$ cat config.mk
export PLATFORM = sky130hd
export DESIGN_NAME = dircc_node
export DESIGN_NICKNAME = d
export VERILOG_FILES = /design/src/design/dircc_pkg.sv /design/src/design/dircc_state_if.sv /design/src/design/dircc_state_mem.sv /design/src/design/dircc_state_arbiter.sv /design/src/design/dircc_send_handler.sv /design/src/design/dircc_recv_handler.sv /design/src/design/dircc_node.sv
export SDC_FILE = /design/constraint.sdc
export NUM_CORES = 1
export LEC_CHECK = 0
export BUFFER_PORTS_ARGS = -buffer_cell sky130_fd_sc_hd__buf_2
export CORE_MARGIN = 2
export CORE_UTILIZATION = 35
export CTS_CLUSTER_DIAMETER = 150
export DETAILED_ROUTE_END_ITERATION = 8
export GPL_ROUTABILITY_DRIVEN = 0
export PLACE_DENSITY = 0.57
export SYNTH_ARGS = -nofsm -noshare
export SYNTH_HDL_FRONTEND = slang
export SYNTH_SLANG_ARGS = --single-unit
$ cat constraint.sdc
create_clock -name clk -period 1.96 [get_ports clk]
set_input_delay 0.294 -clock clk [delete_from_list [all_inputs] [get_ports clk]]
set_output_delay 0.294 -clock clk [all_outputs]
set_load 0.03 [all_outputs]
$ cat src/design/dircc_pkg.sv
package dircc_pkg;

    localparam int num_devices = 8;
    localparam int address_width = 3;
    localparam logic [15:0] tick_limit = 16'd4;

    // one-hot flags in the 4-bit dircc_state field.
    localparam logic [3:0] dircc_state_done = 4'b0001;
    localparam logic [3:0] dircc_state_stopped = 4'b0010;

    typedef struct packed {
        logic [15:0] rts;   // ticks still to send.
        logic [15:0] count; // ticks received.
    } user_state_t;

    typedef struct packed {
        logic [3:0] dircc_state;
        user_state_t user_state;
    } device_state_t;

    typedef struct packed {
        logic [address_width-1:0] address;
        logic [15:0] count;
        logic is_final;
    } packet_data_t;

    // Handler side of one state memory transaction.
    typedef enum logic [1:0] {
        xact_idle,
        xact_req,
        xact_read,
        xact_write
    } xact_state_t;

endpackage : dircc_pkg

$ cat src/design/dircc_state_if.sv
`timescale 1ns/1ps

interface dircc_state_if;
    import dircc_pkg::*;

    logic req;
    logic grant;
    logic [address_width-1:0] address;
    device_state_t read_state;
    device_state_t write_state;
    logic write_state_valid;

    modport client (
        output req,
        output address,
        output write_state,
        output write_state_valid,
        input grant,
        input read_state
    );

    modport arbiter (
        input req,
        input address,
        input write_state,
        input write_state_valid,
        output grant,
        output read_state
    );

endinterface : dircc_state_if

$ cat src/design/dircc_state_mem.sv
`timescale 1ns/1ps

module dircc_state_mem (
    input logic clk,
    input logic reset_n,
    input logic [dircc_pkg::address_width-1:0] address,
    input logic write_valid,
    input dircc_pkg::device_state_t write_state,
    output dircc_pkg::device_state_t read_state
);
    import dircc_pkg::*;

    device_state_t states [num_devices];

    // read is registered. a write in the same cycle is seen next access.
    always_ff @(posedge clk, negedge reset_n) begin
        if (!reset_n) begin
            for (int i = 0; i < num_devices; i++) begin
                states[i] <= '0;
            end
            read_state <= '0;
        end else begin
            if (write_valid) begin
                states[address] <= write_state;
            end
            read_state <= states[address];
        end
    end

endmodule : dircc_state_mem

$ cat src/design/dircc_state_arbiter.sv
`timescale 1ns/1ps

module dircc_state_arbiter (
    input logic clk,
    input logic reset_n,
    dircc_state_if.arbiter send_port,
    dircc_state_if.arbiter recv_port,
    output logic [dircc_pkg::address_width-1:0] mem_address,
    output logic mem_write_valid,
    output dircc_pkg::device_state_t mem_write_state,
    input dircc_pkg::device_state_t mem_read_state
);
    import dircc_pkg::*;

    logic active;      // a grant is held.
    logic owner_recv;  // current owner or last owner while idle.
    logic pick_recv;
    logic owner_req;

    // recv wins a tie only if send held the last grant.
    assign pick_recv = recv_port.req && (!send_port.req || !owner_recv);
    assign owner_req = owner_recv ? recv_port.req : send_port.req;

    always_ff @(posedge clk, negedge reset_n) begin
        if (!reset_n) begin
            active <= 1'b0;
            owner_recv <= 1'b0;
        end else if (active) begin
            if (!owner_req) begin
                active <= 1'b0; // release and pass priority on.
            end
        end else if (send_port.req || recv_port.req) begin
            active <= 1'b1;
            owner_recv <= pick_recv;
        end
    end

    assign send_port.grant = active && !owner_recv;
    assign recv_port.grant = active && owner_recv;

    always_comb begin
        if (owner_recv) begin
            mem_address = recv_port.address;
            mem_write_state = recv_port.write_state;
            mem_write_valid = active && recv_port.write_state_valid;
        end else begin
            mem_address = send_port.address;
            mem_write_state = send_port.write_state;
            mem_write_valid = active && send_port.write_state_valid;
        end
    end

    // both see the data but only the owner takes it.
    assign send_port.read_state = mem_read_state;
    assign recv_port.read_state = mem_read_state;

endmodule : dircc_state_arbiter

$ cat src/design/dircc_send_handler.sv
`timescale 1ns/1ps

module dircc_send_handler (
    input logic clk,
    input logic reset_n,
    dircc_state_if.client state_port,
    output dircc_pkg::packet_data_t packet_out,
    output logic packet_out_valid
);
    import dircc_pkg::*;

    xact_state_t state;
    logic [address_width-1:0] scan_addr;
    user_state_t cur_user;
    logic has_rts;
    logic last_packet;
    device_state_t next_state;

    assign cur_user = state_port.read_state.user_state;
    assign has_rts = cur_user.rts != 16'd0;

    // last outstanding tick of a finished device.
    assign last_packet = (cur_user.rts == 16'd1) &&
                         ((state_port.read_state.dircc_state & dircc_state_done) != 4'b0);

    always_comb begin
        next_state.dircc_state = state_port.read_state.dircc_state;
        next_state.user_state.rts = cur_user.rts - 16'd1;
        next_state.user_state.count = cur_user.count;
        if (last_packet) begin
            next_state.dircc_state = dircc_state_done | dircc_state_stopped;
        end
    end

    always_ff @(posedge clk, negedge reset_n) begin
        if (!reset_n) begin
            state <= xact_idle;
            scan_addr <= '0;
            state_port.write_state_valid <= 1'b0;
            packet_out_valid <= 1'b0;
        end else begin
            state_port.write_state_valid <= 1'b0;
            packet_out_valid <= 1'b0;
            case (state)
                xact_idle: state <= xact_req;
                xact_req: if (state_port.grant) state <= xact_read;
                xact_read: begin
                    state_port.write_state_valid <= has_rts; // skip on zero rts.
                    packet_out_valid <= has_rts;
                    state <= xact_write;
                end
                default: begin
                    scan_addr <= scan_addr + 1'b1; // next device.
                    state <= xact_idle;
                end
            endcase
        end
    end

    always_ff @(posedge clk) begin
        if (state == xact_read) begin
            state_port.write_state <= next_state;
            packet_out.address <= scan_addr;
            packet_out.count <= cur_user.count;
            packet_out.is_final <= last_packet;
        end
    end

    assign state_port.req = (state == xact_req) || (state == xact_read);
    assign state_port.address = scan_addr;

endmodule : dircc_send_handler

$ cat src/design/dircc_recv_handler.sv
`timescale 1ns/1ps

module dircc_recv_handler (
    input logic clk,
    input logic reset_n,
    input dircc_pkg::packet_data_t packet_in,
    input logic packet_in_valid,
    output logic recv_busy,
    dircc_state_if.client state_port
);
    import dircc_pkg::*;

    xact_state_t state;
    logic [address_width-1:0] dest_addr;
    user_state_t cur_user;
    logic stopped;
    logic [15:0] new_count;
    device_state_t next_state;

    assign cur_user = state_port.read_state.user_state;
    assign stopped = (state_port.read_state.dircc_state & dircc_state_stopped) != 4'b0;
    assign new_count = cur_user.count + 16'd1;

    always_comb begin
        next_state.dircc_state = state_port.read_state.dircc_state;
        next_state.user_state.rts = cur_user.rts + 16'd1;
        next_state.user_state.count = new_count;
        if (new_count == tick_limit) begin
            next_state.dircc_state = next_state.dircc_state | dircc_state_done;
        end
    end

    always_ff @(posedge clk, negedge reset_n) begin
        if (!reset_n) begin
            state <= xact_idle;
            dest_addr <= '0;
            state_port.write_state_valid <= 1'b0;
        end else begin
            state_port.write_state_valid <= 1'b0;
            case (state)
                xact_idle: begin
                    if (packet_in_valid) begin
                        dest_addr <= packet_in.address;
                        state <= xact_req;
                    end
                end
                xact_req: if (state_port.grant) state <= xact_read;
                xact_read: begin
                    state_port.write_state_valid <= !stopped; // stopped stays as is.
                    state <= xact_write;
                end
                default: state <= xact_idle;
            endcase
        end
    end

    always_ff @(posedge clk) begin
        if (state == xact_read) begin
            state_port.write_state <= next_state;
        end
    end

    assign recv_busy = state != xact_idle; // strobes dropped while high.
    assign state_port.req = (state == xact_req) || (state == xact_read);
    assign state_port.address = dest_addr;

endmodule : dircc_recv_handler

$ cat src/design/dircc_node.sv
`timescale 1ns/1ps

module dircc_node (
    input logic clk,
    input logic reset_n,
    input logic [dircc_pkg::address_width-1:0] in_address,
    input logic in_valid,
    output logic in_busy,
    output logic [dircc_pkg::address_width-1:0] out_address,
    output logic [15:0] out_count,
    output logic out_final,
    output logic out_valid
);
    import dircc_pkg::*;

    packet_data_t packet_in;
    packet_data_t packet_out;
    logic [address_width-1:0] mem_address;
    logic mem_write_valid;
    device_state_t mem_write_state;
    device_state_t mem_read_state;

    dircc_state_if send_if ();
    dircc_state_if recv_if ();

    // incoming ticks carry only a destination.
    assign packet_in.address = in_address;
    assign packet_in.count = 16'd0;
    assign packet_in.is_final = 1'b0;

    assign out_address = packet_out.address;
    assign out_count = packet_out.count;
    assign out_final = packet_out.is_final;

    dircc_state_mem u_state_mem (
        .clk(clk),
        .reset_n(reset_n),
        .address(mem_address),
        .write_valid(mem_write_valid),
        .write_state(mem_write_state),
        .read_state(mem_read_state)
    );

    dircc_state_arbiter u_state_arbiter (
        .clk(clk),
        .reset_n(reset_n),
        .send_port(send_if.arbiter),
        .recv_port(recv_if.arbiter),
        .mem_address(mem_address),
        .mem_write_valid(mem_write_valid),
        .mem_write_state(mem_write_state),
        .mem_read_state(mem_read_state)
    );

    dircc_send_handler u_send_handler (
        .clk(clk),
        .reset_n(reset_n),
        .state_port(send_if.client),
        .packet_out(packet_out),
        .packet_out_valid(out_valid)
    );

    dircc_recv_handler u_recv_handler (
        .clk(clk),
        .reset_n(reset_n),
        .packet_in(packet_in),
        .packet_in_valid(in_valid),
        .recv_busy(in_busy),
        .state_port(recv_if.client)
    );

endmodule : dircc_node

==> results of run 1 <==
==> layout make-up <==
| type | instances | area (sq um) | share of cell area |
|---|---|---|---|
| tap | 615 | 769 | 0.0374 |
| clock buffer | 62 | 1240 | 0.0601 |
| timing repair buffer | 205 | 2030 | 0.0988 |
| multi-input combinational | 1139 | 6220 | 0.302 |
| clock inverter | 12 | 93.8 | 0.00456 |
| sequential | 392 | 10200 | 0.495 |
| inverter | 12 | 45.0 | 0.00219 |
==> power by group through the flow <==
stage | Sequential, uW | Combinational (uW) | Clock [uW]
global route | 14700 | 18800 | 8160
CTS | 14200 | 16300 | 7850
finish | 14300 | 17200 | 7700
detailed placement | 14300 | 16000 | 0
global placement | 14200 | 15700 | 0
floorplan | 13800 | 8840 | 0
==> per-layer routing <==
metal | wire length, um | GRT usage
met1 | 22000 | 0.266
met2 | 22100 | 0.293
met3 | 2530 | 0.0262
met4 | 920 | 0.0535
met5 | 13 | 0
==> cells in the mapped netlist (2+ instances only) <==
| library cell | instances | area, sq um |
|---|---|---|
| and4_1 | 3 | 26.3 |
| a21oi_1 | 61 | 305 |
| mux2i_1 | 39 | 390 |
| a22oi_1 | 28 | 210 |
| a211oi_1 | 55 | 413 |
| mux2_2 | 8 | 90.1 |
| nand4_1 | 2 | 12.5 |
| nand2_1 | 461 | 1730 |
| a311oi_1 | 2 | 17.5 |
| ha_1 | 13 | 163 |
| nor2_1 | 18 | 67.6 |
| xor2_1 | 20 | 175 |
| inv_1 | 12 | 45.0 |
| edfxtp_1 | 72 | 2160 |
| o21ai_0 | 281 | 1410 |
| o22ai_1 | 23 | 144 |
| a21boi_0 | 2 | 15.0 |
| buf_2 | 22 | 110 |
| nor3_1 | 8 | 40.0 |
| buf_4 | 17 | 128 |
| nor4b_1 | 2 | 17.5 |
| buf_1 | 8 | 30.0 |
| clkbuf_1 | 78 | 293 |
| nand3_1 | 57 | 285 |
| xnor2_1 | 24 | 210 |
| nand3b_1 | 2 | 15.0 |
| and3_1 | 11 | 68.8 |
| nor4_1 | 4 | 25.0 |
| dfrtp_1 | 320 | 8010 |
==> flip-flops by register name, indices dropped and copies added (netlist names), 3 cells and up <==
register / cells
u_state_mem.states: 272
u_recv_handler.state_port.write_state: 34
u_send_handler.state_port.write_state: 34
u_state_mem.read_state: 34
u_send_handler.packet_out: 4
u_recv_handler.state_port.address: 3
u_send_handler.state_port.address: 3
==> cells in the final DEF (no fill, tap or decap), types with 3 or more instances in the layout <==
cell type,n
a211oi_1,47
a211oi_2,8
a21oi_1,58
a22oi_1,26
and3_1,10
buf_12,30
buf_2,26
buf_4,120
buf_6,17
buf_8,3
clkbuf_1,9
clkbuf_16,47
clkbuf_8,11
clkinv_1,3
clkinv_2,6
dfrtp_1,317
dfrtp_2,3
dlygate4sd3_1,4
edfxtp_1,72
ha_1,10
ha_2,3
inv_1,12
mux2_2,5
mux2_4,3
mux2i_1,37
mux2i_4,3
nand2_1,457
nand3_1,53
nand3_2,3
nor2_1,11
nor2_2,6
nor3_1,7
nor4_1,4
o21ai_0,268
o21ai_1,13
o22ai_1,19
o22ai_2,4
xnor2_1,24
xor2_1,20
==> what timing repair did <==
item / CTS / global route
gates cloned: 0 / 8
resized for setup: 8 / 60
pin swaps: 0 / 3
endpoints found under the setup margin: 10 / 214
setup buffers: 3 / 11
hold buffers: 4 / 0
endpoints found under the hold margin: 323 / 0
==> worst max-delay path, cell delays in order, from the launching register on <==
cell and delay, ns:
dfrtp_1 0.37, or4_4 0.54, or3_4 0.38, and4bb_2 0.32, and3_4 0.19, or2_2 0.10
==> stage by stage <==
step / setup TNS [ns] / std cells / util
global route: -1.58 / 2437 / 0.434
finish: -0.0555 / 2437 / 0.434
global placement: -0.505 / 2337 / 0.393
CTS: -0.0688 / 2418 / 0.424
floorplan: -0.0871 / 1669 / -
detailed placement: -0.421 / 2337 / 0.393
==> worst max path at each step <==
stage	start	endpoint	cells past startpoint
floorplan	u_state_mem.read_state[21]	u_send_handler.state_port.write_state[30]	5
global placement	u_state_arbiter.owner_recv	u_state_mem.read_state[21]	7
detailed placement	u_state_arbiter.owner_recv	u_state_mem.read_state[21]	7
CTS	u_state_mem.read_state[22]	u_send_handler.state_port.write_state[33]	5
global route	u_state_arbiter.owner_recv	u_state_mem.read_state[0]	8
finish	u_state_mem.read_state[22]	u_send_handler.state_port.write_state[33]	5
==> cells by family after synthesis <==
group	Yosys count	share of synthesized area
AOI/OAI and AO/OA	458	0.153
and+or+nand+nor	576	0.141
xor gates and xnor gates	44	0.0230
muxes	48	0.0295
DFF	392	0.607
buffers and inverters	138	0.0368
adders and majority gates	13	0.00971
==> results.py, run 1 <==
metrics = {
    "cts": {
        "tritoncts": "yes",
        "cts_root_buf": "clkbuf_16",
        "cts.sinks": 392,
        "path_clk_slew_ns": 0.06,
        "htreeDepth": 2,
        "numCtsBuffers": 42,
        "clock_latency_ns": 0.55,
        "clock_path_buffers": 3,
    },
    "detailed_routing": {
        "wl_per_cell_um": 19.5,
        "drt-initial-drc-count": 993,
        "ant_nets": 0,
        "totalWireLength_mm": 47.5,
        "vias_per_cell": 5.21,
        "drc": 0,
        "num_vias": 12700,
        "dr.pass1.iters": 5,
    },
    "synth": {
        "synth_fp_nets": 1688,
        "ys_seq_elements": 392,
        "synth_cell_types": 45,
        "synthCells": 1669,
        "syn_area_per_cell_sq_um": 10.0,
        "async_reset_ff_frac": 0.816,
        "synthFlopType": "dfrtp_1",
        "synthesis.area_sq_um": 16700,
        "ys_seq_area_frac": 0.607,
        "synth_edf_count": 72,
        "yosys_warnings": 0,
    },
    "final_layout": {
        "nNetsFinal": 1811,
        "fin_area_sq_um": 20600,
        "diodes": 0,
        "syn_to_final_growth_pct": 22.8,
        "drive_above_1_share": 0.177,
        "fillCellCount": 4549,
    },
    "critical_path": {
        "rrSetupSlack_ns": -0.06,
        "critPathCaptureType": "flip-flop",
        "worst-setup-path-type": "flip-flop to flip-flop",
        "ff2ff_path_depth": 5,
        "r2r_start": "u_state_mem.read_state[22]",
        "r2r-end": "u_send_handler.state_port.write_state[33]",
        "startpoint_type": "flip-flop",
        "critPathRequiredTime_ns": 2.38,
        "critPathMaxFanout": 4,
        "worstPathArrival_ns": 2.44,
    },
    "outcome": {
        "run_status": "complete, but fails checks",
        "violations": "negative setup slack",
    },
    "floorplanning": {
        "row_count": 80,
        "pin_count": 28,
        "die_x_um": 223,
        "die_h_um": 223,
        "start_util": 0.353,
        "dieArea_sq_um": 49600,
        "core-area_sq_um": 47400,
    },
    "grt": {
        "antenna_found_initial": 1,
        "grt_max_degree": 91,
        "grt-ovfl-total": 0,
        "grt_pass1_vias": 12400,
        "grt_pass1_wl_mm": 72.0,
        "grtUsageTotal": 0.185,
    },
    "place": {
        "hpwl_mm": 28.9,
        "portBuffers": 27,
        "dp_slack_ns": -0.139,
        "placed_cell_area_sq_um": 18700,
    },
    "worst_hold_path": {
        "hp-class": "input pin to asynchronous set/reset pin",
    },
    "pwr": {
        "pwr-share-seq": 0.364,
        "peakVddDrop_uv": 756,
        "power.density_nw_per_um2": 1900,
        "power.internal_uw": 23500,
        "switching_share": 0.399,
        "totalPowerFinal_uw": 39200,
        "power_leakage_uw": 0.00904,
        "switchingPower_uw": 15600,
        "pwr-share-clk": 0.197,
        "p_comb_frac": 0.439,
    },
    "sta": {
        "min_period_ns": 2.02,
        "tightest_slew_ns": 0.518,
        "report.final.slew_viol_count": 0,
        "fin_crit_sh": 1.03,
        "hold_viol_final": 0,
        "max_clock_freq_mhz": 496,
        "slew-limit-headroom": 0.655,
        "rsz0062_at_grt": "yes",
        "setup_viol": 1,
        "final.setup_skew_ns": 0.0245,
        "whs_ns": 0.166,
        "timing.final.ws_setup_ns": -0.0555,
    },
    "job": {
        "drv_cap": 0,
    },
}
Note: power is estimated with default switching activity, not from simulation.
==> inputs of run 2 (changes only) <==
Settings changed: SETUP_SLACK_MARGIN set to 0.1.
==> run 2 against run 1 <==
Compared with the run above:
- the run still ends with negative setup slack left
- non-clock buffer count grew 88
- largest cell class unchanged
- global-route usage is 1.5 points higher
- worst hold slack worse by 0.036 ns
- combinational power rose by 36%
- setup slack lost 0.015 ns
- clock skew shrank 0.0089 ns
- fmax decreased by 0.73%
- utilization increased by 5.9 points
- sequential cell count did not move
- cell area grew 14%
- clock-buffer cell count is 3 lower
==> results.py, run 2 (same netlist as run 1, synthesis figures left out) <==
metrics = {
    "sta": {
        "setup_viol": 19,
        "fin_crit_sh": 1.04,
        "timing.final.ws_setup_ns": -0.0704,
        "slew-limit-headroom": 0.675,
        "final.setup_skew_ns": 0.0157,
        "report.final.slew_viol_count": 0,
        "min_period_ns": 2.03,
        "rsz0062_at_grt": "yes",
        "tns_ns": -0.360,
        "hold_viol_final": 0,
        "tightest_slew_ns": 0.488,
        "max_clock_freq_mhz": 493,
    },
    "floorplanning": {
        "pin_count": 28,
        "core-area_sq_um": 47400,
        "die_x_um": 223,
        "row_count": 80,
        "start_util": 0.353,
        "die_h_um": 223,
        "dieArea_sq_um": 49600,
    },
    "final_layout": {
        "finish.utilization": 0.493,
        "fin_area_sq_um": 23400,
        "largest_reg_flops": 272,
        "largest_register": "u_state_mem.states",
        "nNetsFinal": 1900,
        "multi_input_area_sq_um": 7320,
        "drive_above_1_share": 0.334,
        "syn_to_final_growth_pct": 39.7,
        "final_cell_mix": "nand2_1 (364), dfrtp_1 (318), o21ai_0 (170)",
        "regArea_sq_um": 10200,
        "fillCellCount": 4151,
        "layout_commonest_cell": "nand2_1",
    },
    "critical_path": {
        "critPathMaxFanout": 7,
        "worst-setup-path-type": "flip-flop to flip-flop",
        "worstPathArrival_ns": 2.50,
        "r2r_start": "u_state_arbiter.owner_recv",
        "critPathRequiredTime_ns": 2.43,
        "cpLargestDelayFamily": "simple AND/OR/NAND/NOR gates",
        "path_buf_inv": 3,
        "crit_start": "u_state_arbiter.owner_recv",
        "crit_slowest_cell": "dfrtp_2",
        "worstPathCellList": "or3b_4, a21oi_4, buf_8, buf_12, nand2_8, buf_6, o21ai_0",
        "startpoint_type": "flip-flop",
        "critPathCaptureType": "flip-flop",
        "critical_path.max_stage_delay_ns": 0.50,
    },
    "place": {
        "dp_slack_ns": -0.0967,
        "hpwl_mm": 29.3,
        "portBuffers": 27,
        "placed_cell_area_sq_um": 18700,
    },
    "detailed_routing": {
        "dr.pass1.iters": 6,
        "ant_nets": 0,
        "totalWireLength_mm": 59.8,
        "wl_per_cell_um": 23.6,
        "num_vias": 14200,
        "vias_per_cell": 5.59,
        "drt-initial-drc-count": 1336,
        "drc": 0,
    },
    "cts": {
        "clock_path_buffers": 3,
        "numCtsBuffers": 42,
        "tritoncts": "yes",
        "clock_latency_ns": 0.58,
        "cts.sinks": 392,
        "path_clk_slew_ns": 0.06,
        "cts_root_buf": "clkbuf_16",
        "htreeDepth": 2,
    },
    "outcome": {
        "violations": "negative setup slack",
        "run_status": "complete, but fails checks",
    },
    "pwr": {
        "totalPowerFinal_uw": 46600,
        "power.internal_uw": 27400,
        "p_comb_frac": 0.503,
        "power.density_nw_per_um2": 1990,
        "pwr-share-seq": 0.317,
        "pwr-share-clk": 0.180,
        "switching_share": 0.412,
        "power_leakage_uw": 0.0101,
        "switchingPower_uw": 19200,
        "peakVddDrop_uv": 1070,
    },
    "grt": {
        "grt_max_degree": 65,
        "grt-ovfl-total": 0,
        "antenna_found_initial": 2,
        "grt_pass1_wl_mm": 76.6,
        "grt_pass1_vias": 12900,
        "grtUsageTotal": 0.200,
    },
    "worst_hold_path": {
        "hp-class": "input pin to flip-flop",
        "min_from": "in_valid",
    },
    "job": {
        "drv_cap": 0,
    },
}
[run 2: final cells by class]
cell class / instances / area share
flip-flops and latches: 392 / 0.435
multi-input cells: 1140 / 0.313
repair buffers: 293 / 0.155
clock buffers: 59 / 0.0534
well taps: 615 / 0.0329
clock inverters: 19 / 0.00824
inverters: 12 / 0.00193
diodes: 1 / 0.000107
[run 2: worst register-to-register path, delay by kind of cell (launching register included)]
kind	cells	cell delay, ns
AO/OA/AOI/OAI	2	0.43
buffers and inverters	3	0.48
flip-flops	1	0.50
AND/OR/NAND/NOR	2	0.53
[run 2: final timing paths]
path | endpoint | slack, ns | depth (start not counted)
worst max register to register | u_state_mem.states[208] | -0.07 | 7
max in group asynchronous | u_state_mem.states[114] | 0.93 | 3
worst min-delay path | u_recv_handler.state[1] | 0.13 | 4
min in group asynchronous | u_state_mem.read_state[10] | 0.27 | 2
worst max-delay path | u_state_mem.states[208] | -0.07 | 7
worst min register to register | u_state_mem.states[81] | 0.48 | 2
[run 2: power by group through the flow]
stage	Sequential (uW)	Combinational [uW]	Clock (uW)
3_3_place_gp	14300	16000	0
5_1_grt	15100	24900	8740
6_report	14800	23400	8360
2_1_floorplan	13800	8930	0
4_1_cts	14300	17900	8440
3_5_place_dp	14400	16200	0
[run 2: layer usage]
layer  vias up  share of wire  global-route usage
met1      7071           0.42               0.278
met3       162          0.094              0.0321
met5         -              0                   0
met4         0          0.040              0.0710
met2       706           0.45               0.316
li1       6219              -                   -
[run 2: timing repair]
action                                 CTS  global route
setup endpoints to repair              152           302
pin swaps                               29           123
resized for setup                      103           402
hold buffers                             4             0
setup buffers                           22            37
endpoints found under the hold margin   42             0
gates cloned                             4            47
[run 2: through the flow]
| step | hold slack [ns] | instances |
|---|---|---|
| after floorplan | -0.00159 | 1669 |
| after global placement | 0.265 | 2341 |
| after detailed placement | 0.278 | 2341 |
| after CTS | 0.110 | 2449 |
| after global routing | 0.176 | 2530 |
| final | 0.130 | 2531 |
